### src/hdl/sram_test_config.svh
`ifndef SRAM_TEST_CONFIG_SVH
`define SRAM_TEST_CONFIG_SVH

// SRAM geometry, 64 words of 16 bits
`define SRAM_ADDR_BITS 6
`define SRAM_DATA_BITS 16

// Access timing in clock cycles
`define SRAM_WRITE_CYCLES 2
`define SRAM_READ_CYCLES 2

// Wide enough for the longer of the two access counts
`define SRAM_CYCLE_BITS 4

`endif

### src/hdl/sram_test_pkg.sv
`include "sram_test_config.svh"

package sram_test_pkg;

  typedef logic [`SRAM_ADDR_BITS-1:0] addr_t;
  typedef logic [`SRAM_DATA_BITS-1:0] data_t;
  typedef logic [0:0] reg_idx_t;
  typedef logic [1:0] resp_t;

  // Register map of the configuration block
  localparam reg_idx_t REG_CTRL = 1'b0;
  localparam reg_idx_t REG_CUSTOM = 1'b1;

  localparam resp_t RESP_OKAY = 2'b00;

  // Applied in this order, one full write and read pass each
  typedef enum logic [2:0] {
    PAT_ZEROS,
    PAT_ONES,
    PAT_5555,
    PAT_AAAA,
    PAT_ADDR,
    PAT_CUSTOM
  } pattern_t;

  typedef enum logic [2:0] {
    ST_IDLE,
    ST_WRITE_REQ,
    ST_WRITE_WAIT,
    ST_READ_REQ,
    ST_READ_WAIT,
    ST_DONE
  } tester_state_t;

  typedef enum logic [1:0] {
    CS_IDLE,
    CS_WRITE,
    CS_READ,
    CS_RESP
  } ctrl_state_t;

endpackage

### src/hdl/pattern_generator.sv
`timescale 1ns/1ps
`include "sram_test_config.svh"

module pattern_generator (
  input  logic                           clk,
  input  logic                           reset,
  input  logic                           first_pattern,
  input  logic                           next_pattern,
  input  sram_test_pkg::addr_t           addr,
  input  sram_test_pkg::data_t           custom_pattern,
  output sram_test_pkg::data_t           pattern_word,
  output sram_test_pkg::pattern_t        current_pattern,
  output logic                           last_pattern
);

  always_ff @(posedge clk or posedge reset) begin
    if (reset) begin
      current_pattern <= sram_test_pkg::PAT_ZEROS;
    end else if (first_pattern) begin
      current_pattern <= sram_test_pkg::PAT_ZEROS;
    end else if (next_pattern && !last_pattern) begin
      current_pattern <= sram_test_pkg::pattern_t'(current_pattern + 3'd1);
    end
  end

  assign last_pattern = (current_pattern == sram_test_pkg::PAT_CUSTOM);

  // Word for the address currently presented by the tester
  always_comb begin
    case (current_pattern)
      sram_test_pkg::PAT_ZEROS: begin
        pattern_word = '0;
      end
      sram_test_pkg::PAT_ONES: begin
        pattern_word = '1;
      end
      sram_test_pkg::PAT_5555: begin
        pattern_word = sram_test_pkg::data_t'(16'h5555);
      end
      sram_test_pkg::PAT_AAAA: begin
        pattern_word = sram_test_pkg::data_t'(16'hAAAA);
      end
      sram_test_pkg::PAT_ADDR: begin
        // Zero-extended word address
        pattern_word = sram_test_pkg::data_t'(addr);
      end
      default: begin
        pattern_word = custom_pattern;
      end
    endcase
  end

endmodule

### config.mk
export PLATFORM = sky130hd
export DESIGN_NAME = pattern_generator
export DESIGN_NICKNAME = d
export VERILOG_FILES = /design/src/hdl/sram_test_pkg.sv /design/src/hdl/pattern_generator.sv
export VERILOG_INCLUDE_DIRS = /design/src /design/src/hdl
export SDC_FILE = /design/constraint.sdc
export NUM_CORES = 1
export LEC_CHECK = 0
export ABC_CLOCK_PERIOD_IN_PS = 4760
export BUFFER_PORTS_ARGS = -buffer_cell sky130_fd_sc_hd__buf_2
export CORE_AREA = 2 2 39 41
export CTS_BUF_LIST = sky130_fd_sc_hd__clkbuf_8 sky130_fd_sc_hd__clkbuf_16
export CTS_CLUSTER_DIAMETER = 120
export DETAILED_ROUTE_END_ITERATION = 8
export DIE_AREA = 0 0 41 43
export GPL_TIMING_DRIVEN = 1
export PLACE_DENSITY = 0.85
export SYNTH_ARGS = -nofsm -noshare
export SYNTH_HDL_FRONTEND = slang
export SYNTH_SLANG_ARGS = --single-unit
### constraint.sdc
create_clock -name clk -period 4.76 [get_ports clk]
set_input_delay 0.714 -clock clk [delete_from_list [all_inputs] [get_ports clk]]
set_output_delay 0.714 -clock clk [all_outputs]
set_load 0.005 [all_outputs]
==> flow_summary_export.csv <==
group,metric,value,unit
status,status,"completed",
critical_path,endpoint_kind,"primary output",
cts,cts_sinks,3,
place,placed_cell_area,696,um^2
critical_path,crit_type,"reg -> out",
sta,setup_tns,0,ps
critical_path,ff2ff_path_depth,5,
cts,clkLatencyLatePin,220,ps
sta,max-slew-margin-rel,64.0,%
route,firstDrtPassIters,4,
layout,stdcell_count,113,
grt,antenna_found_initial,0,
yosys,avgSynthCellArea,9.42,um^2
yosys,synthCells,51,
layout,num-nets-final,129,
grt,grt_usage,16.8,%
power_and_ir_drop,p_sw,0.0685,mW
cts,cts_max_path_buffers,2,
route,avgViaCountPerCell,4.87,
yosys,yosys.cell_types.count,22,
route,routed_wl,1360,um
cts,numCtsBuffers,3,
cts,postCtsResizedCells,0,
sta,grt_setup_unrepaired,"false",
critical_path,crit_arrival,1970,ps
power_and_ir_drop,p_sw_share,32.2,%
die,num_rows,14,
cts,cts_root_buffer,"clkbuf_8",
die,dieHeight,43,um
layout,largest_register_ffs,3,
sta,fin_skew,2.33,ps
critical_path,cp_slowest_stage_delay,430,ps
power_and_ir_drop,power_frac_clock,33.9,%
layout,fin_area,741,um^2
yosys,synth.most_common_cell,"a21o_2",
die,pin_count,46,
power_and_ir_drop,power_density,288,mW/mm^2
sta,setup_viol,0,
yosys,synth_edf_count,0,
sta,hold_viol_final,0,
yosys,synth_top_area_share,18.2,%
layout,final.fill_count,142,
hold_path,hold_path.class,"in -> async",
die,dieArea,0.00176,mm^2
yosys,synth_top_area_cell,"a21o_2",
place,dp.cells,109,
critical_path,rr_endpoint,"current_pattern[1]",
critical_path,startpoint_type,"flip-flop",
layout,drive_gt1_share,67.0,%
yosys,synth_warnings,0,
yosys,async_flop_share,100,%
route,post_drt_wl_per_cell,12.0,um
sta,period_minus_slack,2690,ps
layout,antenna_cells,0,
power_and_ir_drop,intPower,0.145,mW
cts,h-tree-depth,1,
grt,grt_pass1_wl,1980,um
critical_path,worstPathMaxFanout,10,
layout,syn2layout_area_growth,54.2,%
die,initial_core_util,34.7,%
critical_path,crit_slowest_cell,"dfrtp_1",
sta,tightest_slew,536,ps
cts,post_cts_buffers,0,
yosys,synth_seq_area_share,15.6,%
layout,reg.largest.list,"current_pattern (3)",
route,drt_iter0_drc,8,
layout,max_flop_register,"current_pattern",
yosys,syn_area,480,um^2
critical_path,crit_chain,"inv_1, ha_1, nor4_1, nor3_1, a21o_2, buf_2",
grt,grt_pass1_vias,487,
critical_path,r2r_start,"current_pattern[1]",
yosys,yosys-top-cells-count,"a21o_2 (10), ha_1 (5), inv_1 (5)",
critical_path,r2r_slack,3250,ps
cts,cts_tree,"yes",
route,vias,550,
yosys,synth_nets,82,
run,maxCapViolCount,0,
yosys,synth_flop_cell,"dfrtp_1",
cts,holdBufCountCts,0,
power_and_ir_drop,p_comb_share,51.8,%
yosys,ys_ff_latch,3,
grt,grt_remaining_overflow,0,
sta,finalMaxSlewViolations,0,
power_and_ir_drop,pwr-share-seq,14.3,%
place,gp_congestion,0.696,
power_and_ir_drop,peakVddDrop,0.258,mV
power_and_ir_drop,power,0.213,mW
route,ant_nets,0,
die,core,0.00138,mm^2
layout,utilization,53.5,%
place,dp_hpwl,1130,um
place,port_buffers,45,
route,route.detailed.drc,0,
critical_path,worst-endpoint-required,4050,ps
power_and_ir_drop,leakage,0.448,nW
sta,period_share,56.5,%
critical_path,crit_start,"current_pattern[0]",
cts,clkSlewWorstSetupHoldPaths,30,ps
sta,fmax,372,MHz
grt,grt_max_degree,12,
die,dieWidth,41,um
yosys,synth.top_cells.by_area,"a21o_2 (18%), dfrtp_1 (16%), ha_1 (13%), a311o_2 (7.0%), a221o_1 (6.3%)",
-- cell families (layout without fill, tap and decap cells) --
group | after synthesis | after routing | synth area share (%)
flip-flops | 3 | 3 | 15.6
AO/OA/AOI/OAI | 21 | 21 | 40.1
AND/OR/NAND/NOR | 12 | 12 | 17.2
adder cells (fa/ha/maj) | 5 | 5 | 13.0
XOR/XNOR | 1 | 1 | 1.82
multiplexers | 1 | 1 | 2.08
buffers and inverters | 8 | 54 | 10.2
-- layout by cell type, fill, tap and decap left out --
cell,instances
mux2i_1,1
nor3b_1,3
a21o_2,10
inv_1,6
nor4_1,1
a21oi_1,1
clkbuf_8,3
nor3_4,1
nor2_1,3
a311o_2,3
a21boi_0,1
buf_2,45
nor3_1,1
o21ai_0,1
o21ba_4,1
dfrtp_1,3
ha_1,5
nand2b_1,1
a221o_1,3
xnor2_1,1
and2_2,2
a21o_1,1
-- worst max-delay path: cells and delay by family, from the launching register on --
kind / cells / cell delay, ps
DFF: 1 / 430
AOI/OAI and AO/OA: 1 / 170
adders and majority gates: 1 / 400
and+or+nand+nor: 2 / 520
buffers and inverters: 2 / 230
-- per-layer routing --
| metal | wire, um | share of wire (%) | global-route usage (%) | up-vias |
|---|---|---|---|---|
| li1 | - | - | - | 282 |
| met1 | 534 | 39 | 19.5 | 243 |
| met2 | 695 | 51 | 25.9 | 21 |
| met3 | 92 | 6.8 | 3.14 | 4 |
| met4 | 36 | 2.6 | 12.0 | 0 |
| met5 | 0 | 0 | 0 | - |
-- area by class of cell --
type                       instances  area, um^2  area share (%)
clock buffer                       3        41.3            5.57
clock inverter                     1        3.75           0.507
inverter                           5        18.8            2.53
multi-input combinational         40         357            48.1
sequential                         3        75.1            10.1
tap                               16        20.0            2.70
timing repair buffer              45         225            30.4
-- stage by stage --
| step | hold slack (ps) | worst slack (ps) |
|---|---|---|
| after global routing | 363 | 1920 |
| final | 356 | 2070 |
| after detailed placement | 586 | 2320 |
| after CTS | 355 | 2080 |
| after floorplan | 468 | 2560 |
| after global placement | 577 | 2400 |
-- power by group through the flow --
stage	Clock, mW	Sequential [mW]	Combinational (mW)
floorplan	0	0.0302	0.0702
global placement	0	0.0307	0.107
detailed placement	0	0.0308	0.111
CTS	0.0745	0.0305	0.111
global route	0.0782	0.0309	0.122
finish	0.0722	0.0306	0.110
-- worst max-delay path by stage --
stage,to,cells past startpoint,slack [ps]
global route,pattern_word[15],6,1920
detailed placement,pattern_word[15],6,2320
CTS,pattern_word[15],6,2080
finish,pattern_word[15],6,2070
floorplan,pattern_word[11],5,2560
global placement,pattern_word[15],6,2400
No activity file was read; power rests on OpenSTA's default activity.
