**src/hdl/sram_test_config.svh**
```systemverilog
`ifndef SRAM_TEST_CONFIG_SVH
`define SRAM_TEST_CONFIG_SVH

// SRAM geometry, 64 words of 16 bits
`define SRAM_ADDR_BITS 6
`define SRAM_DATA_BITS 16

// Access timing in clock cycles
`define SRAM_WRITE_CYCLES 2
`define SRAM_READ_CYCLES 2

// Wide enough for the longer of the two access counts
`define SRAM_CYCLE_BITS 4

`endif

```
**src/hdl/sram_test_pkg.sv**
```systemverilog
`include "sram_test_config.svh"

package sram_test_pkg;

  typedef logic [`SRAM_ADDR_BITS-1:0] addr_t;
  typedef logic [`SRAM_DATA_BITS-1:0] data_t;
  typedef logic [0:0] reg_idx_t;
  typedef logic [1:0] resp_t;

  // Register map of the configuration block
  localparam reg_idx_t REG_CTRL = 1'b0;
  localparam reg_idx_t REG_CUSTOM = 1'b1;

  localparam resp_t RESP_OKAY = 2'b00;

  // Applied in this order, one full write and read pass each
  typedef enum logic [2:0] {
    PAT_ZEROS,
    PAT_ONES,
    PAT_5555,
    PAT_AAAA,
    PAT_ADDR,
    PAT_CUSTOM
  } pattern_t;

  typedef enum logic [2:0] {
    ST_IDLE,
    ST_WRITE_REQ,
    ST_WRITE_WAIT,
    ST_READ_REQ,
    ST_READ_WAIT,
    ST_DONE
  } tester_state_t;

  typedef enum logic [1:0] {
    CS_IDLE,
    CS_WRITE,
    CS_READ,
    CS_RESP
  } ctrl_state_t;

endpackage

```
**src/hdl/tester_regs.sv**
```systemverilog
`timescale 1ns/1ps
`include "sram_test_config.svh"

module tester_regs (
  input  logic                    clk,
  input  logic                    reset,
  input  logic                    cfg_valid,
  output logic                    cfg_ready,
  input  sram_test_pkg::reg_idx_t cfg_idx,
  input  sram_test_pkg::data_t    cfg_wdata,
  input  logic                    busy,
  output logic                    start,
  output sram_test_pkg::data_t    custom_pattern
);

  logic cfg_write;

  // Also closed during the start cycle, before busy has risen
  assign cfg_ready = !busy && !start;
  assign cfg_write = cfg_valid && cfg_ready;

  always_ff @(posedge clk or posedge reset) begin
    if (reset) begin
      start <= 1'b0;
    end else begin
      start <= cfg_write && (cfg_idx == sram_test_pkg::REG_CTRL) && cfg_wdata[0];
    end
  end

  always_ff @(posedge clk or posedge reset) begin
    if (reset) begin
      custom_pattern <= '0;
    end else if (cfg_write && (cfg_idx == sram_test_pkg::REG_CUSTOM)) begin
      custom_pattern <= cfg_wdata;
    end
  end

endmodule

```
**config.mk**
```make
export PLATFORM = sky130hd
export DESIGN_NAME = tester_regs
export DESIGN_NICKNAME = d
export VERILOG_FILES = /design/src/hdl/sram_test_pkg.sv /design/src/hdl/tester_regs.sv
export VERILOG_INCLUDE_DIRS = /design/src /design/src/hdl
export SDC_FILE = /design/constraint.sdc
export NUM_CORES = 1
export LEC_CHECK = 0
export ABC_AREA = 1
export ABC_CLOCK_PERIOD_IN_PS = 1400
export BUFFER_PORTS_ARGS = -buffer_cell sky130_fd_sc_hd__buf_2
export CORE_MARGIN = 8
export CORE_UTILIZATION = 40
export CTS_BUF_LIST = sky130_fd_sc_hd__clkbuf_4 sky130_fd_sc_hd__clkbuf_8
export DETAILED_ROUTE_END_ITERATION = 12
export PLACE_DENSITY = 0.76
export SYNTH_ARGS = -nofsm -noshare
export SYNTH_HDL_FRONTEND = slang
export SYNTH_SLANG_ARGS = --single-unit
```
**constraint.sdc**
```tcl
create_clock -name clk -period 1.4 [get_ports clk]
set_clock_uncertainty 0.2 [all_clocks]
set_input_delay 0.21 -clock clk [delete_from_list [all_inputs] [get_ports clk]]
set_output_delay 0.21 -clock clk [all_outputs]
set_load 0.02 [all_outputs]
```
==> flow_summary.json, run 1 <==
{
  "nets": 156,
  "required_ns": 0.99,
  "critPathMaxStageDelay_ns": 0.43,
  "ant_nets": 0,
  "synth_most_common_cell": "nand2_1",
  "cts_tree": "yes",
  "via_per_inst": 4.80,
  "outcome": "finished, final reports clean",
  "grt_pass1_wl_mm": 3.64,
  "die_h_um": 58.6,
  "die_area_um2": 3430,
  "finalCritPeriodShare": 0.985,
  "min_to": "custom_pattern[9]$_DFFE_PP0P_",
  "clk_pin_slew_ns": 0.10,
  "r2r_slack_ns": 0.02,
  "cp-end-kind": "primary output",
  "r2r-start": "start$_DFF_PP0_",
  "h-tree-depth": 1,
  "cp_top_family": "flip-flops",
  "leakagePower_uw": 0.000630,
  "cts_made_buffers": 3,
  "async_flop_share": 1.00,
  "clockBufferDepth": 2,
  "wirelength_mm": 2.27,
  "maxCapViolCount": 0,
  "yosys_warnings": 0,
  "ys_seq_area_frac": 0.586,
  "fp-row-count": 15,
  "netlist.top_cell.by_area": "dfrtp_1",
  "nFillCells": 137,
  "synth_edf_count": 0,
  "min_from": "cfg_valid",
  "path_cells": "nor2_4, buf_4",
  "synth_top_area_frac": 0.586,
  "power_density_nw_per_um2": 1110,
  "drive_gt1_frac": 0.366,
  "post-route-min-period_ns": 1.38,
  "initial_utilization": 0.425,
  "final_hold_viol_count": 0,
  "insertion_delay_ns": 0.28,
  "reg2reg_depth": 5,
  "holdWs_ns": 0.0678,
  "post-place-ws_ns": 0.102,
  "cts-root-buf": "clkbuf_4",
  "clock-sinks": 17,
  "die_w_um": 58.6,
  "post_drt_wl_per_cell_um": 14.3,
  "cp_slowest_cell": "dfrtp_1",
  "setup_ws_ns": 0.0207,
  "via_count": 763,
  "fmax_mhz": 725,
  "timing.slew.headroom": 0.587,
  "setup_viol_count_final": 0,
  "reg2reg_to": "custom_pattern[7]$_DFFE_PP0P_",
  "critPathKind": "reg2out",
  "portBuffers": 38,
  "crit_start": "start$_DFF_PP0_",
  "pin_count": 39,
  "ys_seq_elements": 17,
  "grt_max_degree": 18,
  "hold_depth": 3,
  "synth.area.top_cells": "dfrtp_1 (59%), nand2_1 (17%), nand4_1 (14%), buf_2 (2.8%), nand3_4 (2.4%)",
  "path_buf_inv": 1,
  "netlist_area_um2": 726,
  "drtIter0Drc": 17,
  "syn_avg_cell_area_um2": 9.55,
  "maxSlewViolCount": 0,
  "grt_pass1_vias": 750,
  "cp-start-kind": "flop",
  "peakVddDrop_v": 0.000860,
  "grt_use_total": 0.137,
  "post-route-drc-count": 0,
  "grt.overflow.total": 0,
  "firstDrtPassIters": 4,
  "coreArea_um2": 1710,
  "routabilityCongestion": 0.717,
  "worstMarginPinSlew_ns": 0.618,
  "synthTopCellsByCount": "nand2_1 (32), dfrtp_1 (17), nand4_1 (16), buf_2 (4)",
  "crit_fanout": 2,
  "antenna_found_initial": 0,
  "synth_fp_nets": 97,
  "post-route-util": 0.674,
  "setup_tns_ns": 0,
  "hpwl_mm": 1.46,
  "yosys_most_used_dff": "dfrtp_1",
  "n_antenna_cell": 0,
  "hold_path.class": "in2reg",
  "synthCells": 76,
  "critical_path_arrival_ns": 0.97,
  "synthDistinctLibCells": 11,
  "areaGrowthSynthToFinish_pct": 58.6
}
## per-stage QoR
stage,area (um^2),instances,power (uW)
floorplan,726,76,823
global placement,931,136,955
detailed placement,931,136,962
CTS,1140,158,1280
global route,1150,159,1360
finish,1150,159,1280
## worst max-delay path by stage
stage                                    endpoint  slack [ns]  cells past startpoint
detailed placement  custom_pattern[0]$_DFFE_PP0P_        0.10                      4
global route        custom_pattern[1]$_DFFE_PP0P_       -0.02                      5
finish                                  cfg_ready        0.02                      2
floorplan           custom_pattern[0]$_DFFE_PP0P_        0.02                      5
global placement    custom_pattern[1]$_DFFE_PP0P_        0.14                      4
CTS                                     cfg_ready        0.02                      2
## placed cells by master (no fill, tap or decap), drive strengths merged
cell         count
nand2           32
nor2             2
buf             42
clkbuf           4
dfrtp           17
dlygate4sd3     17
nand4           16
inv              1
nand3            3
## registers in the layout, summed over array words and instances, names as in the netlist
| name | cells |
|---|---|
| custom_pattern | 16 |
| start | 1 |
## worst register-to-register path: stages (launching register included)
cell and delay [ns]:
dfrtp_1 0.43, nor2_4 0.11, buf_4 0.17, nand3_2 0.19, nand2_1 0.11, nand2_1 0.06
## final cells by class
class / count / area, um^2 / share of cell area
clock buffer: 4 / 30.0 / 0.0261
inverter: 1 / 3.75 / 0.00326
timing repair buffer: 59 / 393 / 0.341
tap: 25 / 31.3 / 0.0272
multi-input combinational: 53 / 268 / 0.233
sequential: 17 / 425 / 0.370
## timing repair
item                                    in CTS  in global routing
hold buffers                                17                  0
endpoints found under the setup margin       1                  2
setup buffers                                1                  0
endpoints found under the hold margin       34                  0
resized for setup                            0                  1
cloned                                       0                  1
pin swaps                                    1                  0
## kinds of logic (layout without fill, tap and decap cells)
family	Yosys count	in the layout	share of synthesized area
buf+inv	7	64	0.0586
flops	17	17	0.586
simple gates	52	53	0.355
## where the power goes
group          switching (uW)  internal (uW)  leakage [uW]  total, uW
clock                     150            130     0.0000184        280
sequential               40.8            569      0.000212        609
combinational             238            151      0.000399        389
total                     429            849      0.000630       1280
## layer usage
metal  part of all wire  GRT usage  wire [um]  vias to the layer above
li1                   -          -          -                      373
met1               0.40      0.152        914                      365
met2               0.51      0.230       1160                       19
met3              0.067     0.0435        151                        6
met4              0.018     0.0717         41                        0
met5                  0          0          0                        -
No activity file was read; power rests on OpenSTA's default activity.
==> run 2: changes to the inputs <==
--- a/config.mk
+++ b/config.mk
@@ -13,6 +13,7 @@
 export CORE_UTILIZATION = 40
 export CTS_BUF_LIST = sky130_fd_sc_hd__clkbuf_4 sky130_fd_sc_hd__clkbuf_8
 export DETAILED_ROUTE_END_ITERATION = 12
+export GPL_TIMING_DRIVEN = 0
 export PLACE_DENSITY = 0.76
 export SYNTH_ARGS = -nofsm -noshare
 export SYNTH_HDL_FRONTEND = slang
==> run 2 against run 1 <==
  * Sequential share of layout area shrank 1.5 points
  * Critical path type unchanged
  * Sequential power is essentially flat
  * Register-to-register slack gained 0.04 ns
  * Critical endpoint unchanged
  * Non-clock buffer count grew 7
  * Global-route usage grew 1.1 points
  * Power grew 1.7%
  * Highest routed layer unchanged
  * Maximum frequency shrank 4.8%
  * Die area is the same
  * The flow now finishes with violations (setup timing)
  * Flip-flop and latch count is the same
  * Core utilization grew 2.9 points
  * Critical path depth grew 1
==> flow_summary.json, run 2 (synthesized netlist as in run 1, its figures left out) <==
{
  "grt.overflow.total": 0,
  "setup_tns_ns": -0.0485,
  "final_hold_viol_count": 0,
  "path_buf_inv": 2,
  "die_area_um2": 3430,
  "nets": 162,
  "violations": "setup timing",
  "cp-start-kind": "flop",
  "fmax_mhz": 690,
  "post_drt_wl_per_cell_um": 14.9,
  "h-tree-depth": 1,
  "n_antenna_cell": 0,
  "clock-sinks": 17,
  "post-route-drc-count": 0,
  "drive_gt1_frac": 0.393,
  "required_ns": 0.99,
  "die_h_um": 58.6,
  "cts-root-buf": "clkbuf_4",
  "clockBufferDepth": 2,
  "reg_top3": "custom_pattern x16, start x1",
  "clk_pin_slew_ns": 0.09,
  "path_cells": "nor2_4, buf_6, buf_6",
  "outcome": "complete, but fails checks",
  "grt_max_degree": 18,
  "fp-row-count": 15,
  "grt_pass1_vias": 849,
  "insertion_delay_ns": 0.29,
  "ant_nets": 0,
  "firstDrtPassIters": 4,
  "coreArea_um2": 1710,
  "final_cell_mix": "buf_2 (40), nand2_1 (32), dfrtp_1 (17), dlygate4sd3_1 (17), nand4_1 (16)",
  "areaGrowthSynthToFinish_pct": 65.5,
  "cts_made_buffers": 3,
  "grt_use_total": 0.148,
  "crit_fanout": 2,
  "drtIter0Drc": 17,
  "wirelength_mm": 2.46,
  "maxCapViolCount": 0,
  "critPathKind": "reg2out",
  "pin_count": 39,
  "cp_top_family": "flip-flops",
  "critical_path_arrival_ns": 1.04,
  "via_count": 810,
  "cp-end-kind": "primary output",
  "worstMarginPinSlew_ns": 0.626,
  "leakagePower_uw": 0.000662,
  "hpwl_mm": 1.41,
  "registers.top_by_ff_count": "custom_pattern",
  "rsz0062_at_grt": "true",
  "cts_tree": "yes",
  "timing.slew.headroom": 0.582,
  "critPathMaxStageDelay_ns": 0.42,
  "power_density_nw_per_um2": 1080,
  "largest_register_ffs": 16,
  "grt_pass1_wl_mm": 3.88,
  "setup_ws_ns": -0.0485,
  "maxSlewViolCount": 0,
  "initial_utilization": 0.425,
  "crit_path_frequent_cell": "buf_6",
  "portBuffers": 36,
  "post-route-min-period_ns": 1.45,
  "finalCritPeriodShare": 1.03,
  "setup_viol_count_final": 1,
  "hold_path.class": "in2reg",
  "dp_cells": 137,
  "layout_commonest_cell": "buf_2",
  "routabilityCongestion": 0.735,
  "instances_no_fill": 165,
  "via_per_inst": 4.91,
  "die_w_um": 58.6,
  "cp_slowest_cell": "dfrtp_1",
  "peakVddDrop_v": 0.000847,
  "antenna_found_initial": 0
}
## run 2: cell count changes in the layout (fill, tap and decap cells not counted), sizes merged
cell,change
buf,+7
nand3,-1
## run 2: per-layer routing
metal  global-route usage  vias to the layer above  part of all wire
li1                     -                      385                 -
met1                0.160                      386              0.37
met2                0.255                       32              0.54
met3               0.0348                        7             0.065
met4               0.0922                        0             0.025
met5                    0                        -                 0
## run 2: tightest hold or removal path: stages
cell and delay, ns:
buf_2 0.17, nand4_1 0.11, nand2_1 0.05
## run 2: stage by stage
step                      total power [uW]  setup slack [ns]  instance area (um^2)  hold WS (ns)  utilization
after global routing                  1370           -0.0945                  1200        0.0737        0.703
final                                 1300           -0.0485                  1200        0.0642        0.703
after floorplan                        823            0.0222                   726       -0.0639            -
after CTS                             1280           -0.0315                  1160        0.0649        0.681
after detailed placement               963           -0.0463                   937         0.128        0.549
after global placement                 953           -0.0448                   937         0.114        0.549
## run 2: worst paths after layout
path	start	endpoint	slack [ns]	cells past startpoint
max reg2reg	start$_DFF_PP0_	custom_pattern[13]$_DFFE_PP0P_	0.06	6
min reg2reg	custom_pattern[2]$_DFFE_PP0P_	custom_pattern[2]$_DFFE_PP0P_	0.28	2
min	cfg_valid	custom_pattern[15]$_DFFE_PP0P_	0.06	3
max	start$_DFF_PP0_	cfg_ready	-0.05	3
max in group asynchronous	reset	custom_pattern[0]$_DFFE_PP0P_	0.26	3
min in group asynchronous	reset	custom_pattern[10]$_DFFE_PP0P_	0.34	3
## run 2: power by group
part	leakage, uW	switching, uW	internal, uW
clock	0.0000184	154	130
sequential	0.000212	39.1	569
combinational	0.000431	243	164
## run 2: what timing repair did
action                                  CTS  global route
pin swaps                                 1             0
endpoints found under the setup margin   11            11
gates resized for setup                   3             1
buffers inserted                          2             4
endpoints found under the hold margin    34             0
cloned                                    0             1
hold buffers                             17             0
## run 2: final cells by class
class | instances | area, um^2
Tap cell | 25 | 31.3
Fill cell | 113 | 507
Clock buffer | 4 | 30.0
Sequential cell | 17 | 425
Timing Repair Buffer | 60 | 410
Multi-Input combinational cell | 52 | 258
Buffer | 6 | 42.5
Inverter | 1 | 3.75
==> run 3: changes to the inputs <==
--- a/config.mk
+++ b/config.mk
@@ -14,6 +14,7 @@
 export CTS_BUF_LIST = sky130_fd_sc_hd__clkbuf_4 sky130_fd_sc_hd__clkbuf_8
 export DETAILED_ROUTE_END_ITERATION = 12
 export GPL_TIMING_DRIVEN = 0
+export MAX_ROUTING_LAYER = met4
 export PLACE_DENSITY = 0.76
 export SYNTH_ARGS = -nofsm -noshare
 export SYNTH_HDL_FRONTEND = slang
==> run 3 against run 2 <==
  * The run still ends with setup timing left
  * Final cell count did not move
  * Non-clock buffer count unchanged
  * Register-to-register slack is essentially flat
  * Wire length shrank 0.49%
  * Global-route usage is 0.39 points higher
  * Sequential share of layout area unchanged
  * Power fell by 0.16%
  * Via count rose by 0.25%
  * Die area is the same
  * Combinational power about the same
  * Count of clock-buffer cells in the layout unchanged
  * Largest cell class unchanged
==> flow_summary.json, run 3 (synthesized netlist as in run 1, its figures left out) <==
{
  "coreArea_um2": 1710,
  "drtIter0Drc": 18,
  "timing.slew.headroom": 0.582,
  "via_count": 812,
  "drive_gt1_frac": 0.393,
  "final_hold_viol_count": 0,
  "die_h_um": 58.6,
  "reg_top3": "custom_pattern x16, start x1",
  "holdWs_ns": 0.0684,
  "cp-start-kind": "flop",
  "finalCritPeriodShare": 1.03,
  "ant_nets": 0,
  "final_cell_mix": "buf_2 (40), nand2_1 (32), dfrtp_1 (17), dlygate4sd3_1 (17), nand4_1 (16)",
  "nFillCells": 113,
  "outcome": "complete, but fails checks",
  "registers.top_by_ff_count": "custom_pattern",
  "fp-row-count": 15,
  "setup_viol_count_final": 1,
  "critPathKind": "reg2out",
  "n_antenna_cell": 0,
  "rsz0062_at_grt": "true",
  "maxCapViolCount": 0,
  "fmax_mhz": 691,
  "cts_tree": "yes",
  "clockBufferDepth": 2,
  "leakagePower_uw": 0.000662,
  "cts-root-buf": "clkbuf_4",
  "power_density_nw_per_um2": 1080,
  "cp-end-kind": "primary output",
  "die_w_um": 58.6,
  "h-tree-depth": 1,
  "hpwl_mm": 1.41,
  "grt_use_total": 0.152,
  "via_per_inst": 4.92,
  "wirelength_mm": 2.45,
  "insertion_delay_ns": 0.29,
  "hold_path.class": "in2reg",
  "post_drt_wl_per_cell_um": 14.8,
  "initial_utilization": 0.425,
  "grt.overflow.total": 0,
  "clk_pin_slew_ns": 0.09,
  "pin_count": 39,
  "post-place-ws_ns": -0.0463,
  "setup_ws_ns": -0.0463,
  "firstDrtPassIters": 4,
  "required_ns": 0.99,
  "grt_max_degree": 18,
  "largest_register_ffs": 16,
  "violations": "setup timing",
  "portBuffers": 36,
  "grt_pass1_vias": 848,
  "critical_path_arrival_ns": 1.04,
  "clock-sinks": 17,
  "maxSlewViolCount": 0,
  "layout_commonest_cell": "buf_2",
  "cts_made_buffers": 3,
  "peakVddDrop_v": 0.000841,
  "multi_input_area_um2": 258,
  "post-route-drc-count": 0,
  "routabilityCongestion": 0.744,
  "areaGrowthSynthToFinish_pct": 65.5,
  "post-route-min-period_ns": 1.45,
  "antenna_found_initial": 0,
  "regArea_um2": 425,
  "nets": 162,
  "grt_pass1_wl_mm": 3.88,
  "die_area_um2": 3430,
  "crit_fanout": 2,
  "worstMarginPinSlew_ns": 0.626
}
[run 3: cell counts in the layout (fill, tap and decap cells not counted)]
No cell type changed its count.
[run 3: routing by layer]
metal | vias to the layer above | wire, um | global-route usage | part of all wire
met4 | 0 | 62 | 0.0922 | 0.025
li1 | 384 | - | - | -
met3 | 7 | 129 | 0.0283 | 0.053
met2 | 32 | 1330 | 0.255 | 0.55
met5 | - | 0 | - | 0
met1 | 389 | 919 | 0.163 | 0.38
[run 3: worst paths after layout]
kind | startpoint | depth (start not counted) | slack [ns] | to
min in group asynchronous | reset | 3 | 0.34 | custom_pattern[10]$_DFFE_PP0P_
max in group asynchronous | reset | 3 | 0.26 | custom_pattern[0]$_DFFE_PP0P_
hold reg to reg | custom_pattern[8]$_DFFE_PP0P_ | 2 | 0.28 | custom_pattern[8]$_DFFE_PP0P_
hold / removal | cfg_valid | 3 | 0.07 | custom_pattern[15]$_DFFE_PP0P_
setup reg to reg | start$_DFF_PP0_ | 6 | 0.07 | custom_pattern[13]$_DFFE_PP0P_
setup / recovery | start$_DFF_PP0_ | 3 | -0.05 | cfg_ready
[run 3: final cells by class]
type	count	share of cell area
tap	25	0.0260
timing repair buffer	60	0.342
buffer	6	0.0354
clock buffer	4	0.0250
inverter	1	0.00313
multi-input combinational	52	0.215
sequential	17	0.354
[run 3: repair_timing]
action                     4_1_cts  5_1_grt
gates cloned                     0        1
setup endpoints to repair       11       11
gates resized for setup          3        1
hold buffers                    17        0
setup buffers                    2        4
pin swaps                        1        0
hold endpoints to repair        34        0
[run 3: per-stage QoR]
stage,total power [uW],utilization,cells,area (um^2),TNS (ns)
final,1300,0.703,165,1200,-0.0463
after detailed placement,963,0.549,137,937,-0.0479
after global placement,953,0.549,137,937,-0.0448
after floorplan,823,-,76,726,0
after global routing,1370,0.703,165,1200,-0.101
after CTS,1280,0.681,160,1160,-0.0315
[run 3: power breakdown]
group / leakage [uW] / switching (uW) / internal (uW)
registers: 0.000212 / 38.7 / 569
clock network: 0.0000184 / 152 / 130
logic: 0.000431 / 243 / 164
total: 0.000662 / 434 / 863
[run 3: worst max-delay path, stage by stage (launching register included)]
cell,delay [ns]
dfrtp_1,0.42
nor2_4,0.11
buf_6,0.11
buf_6,0.10
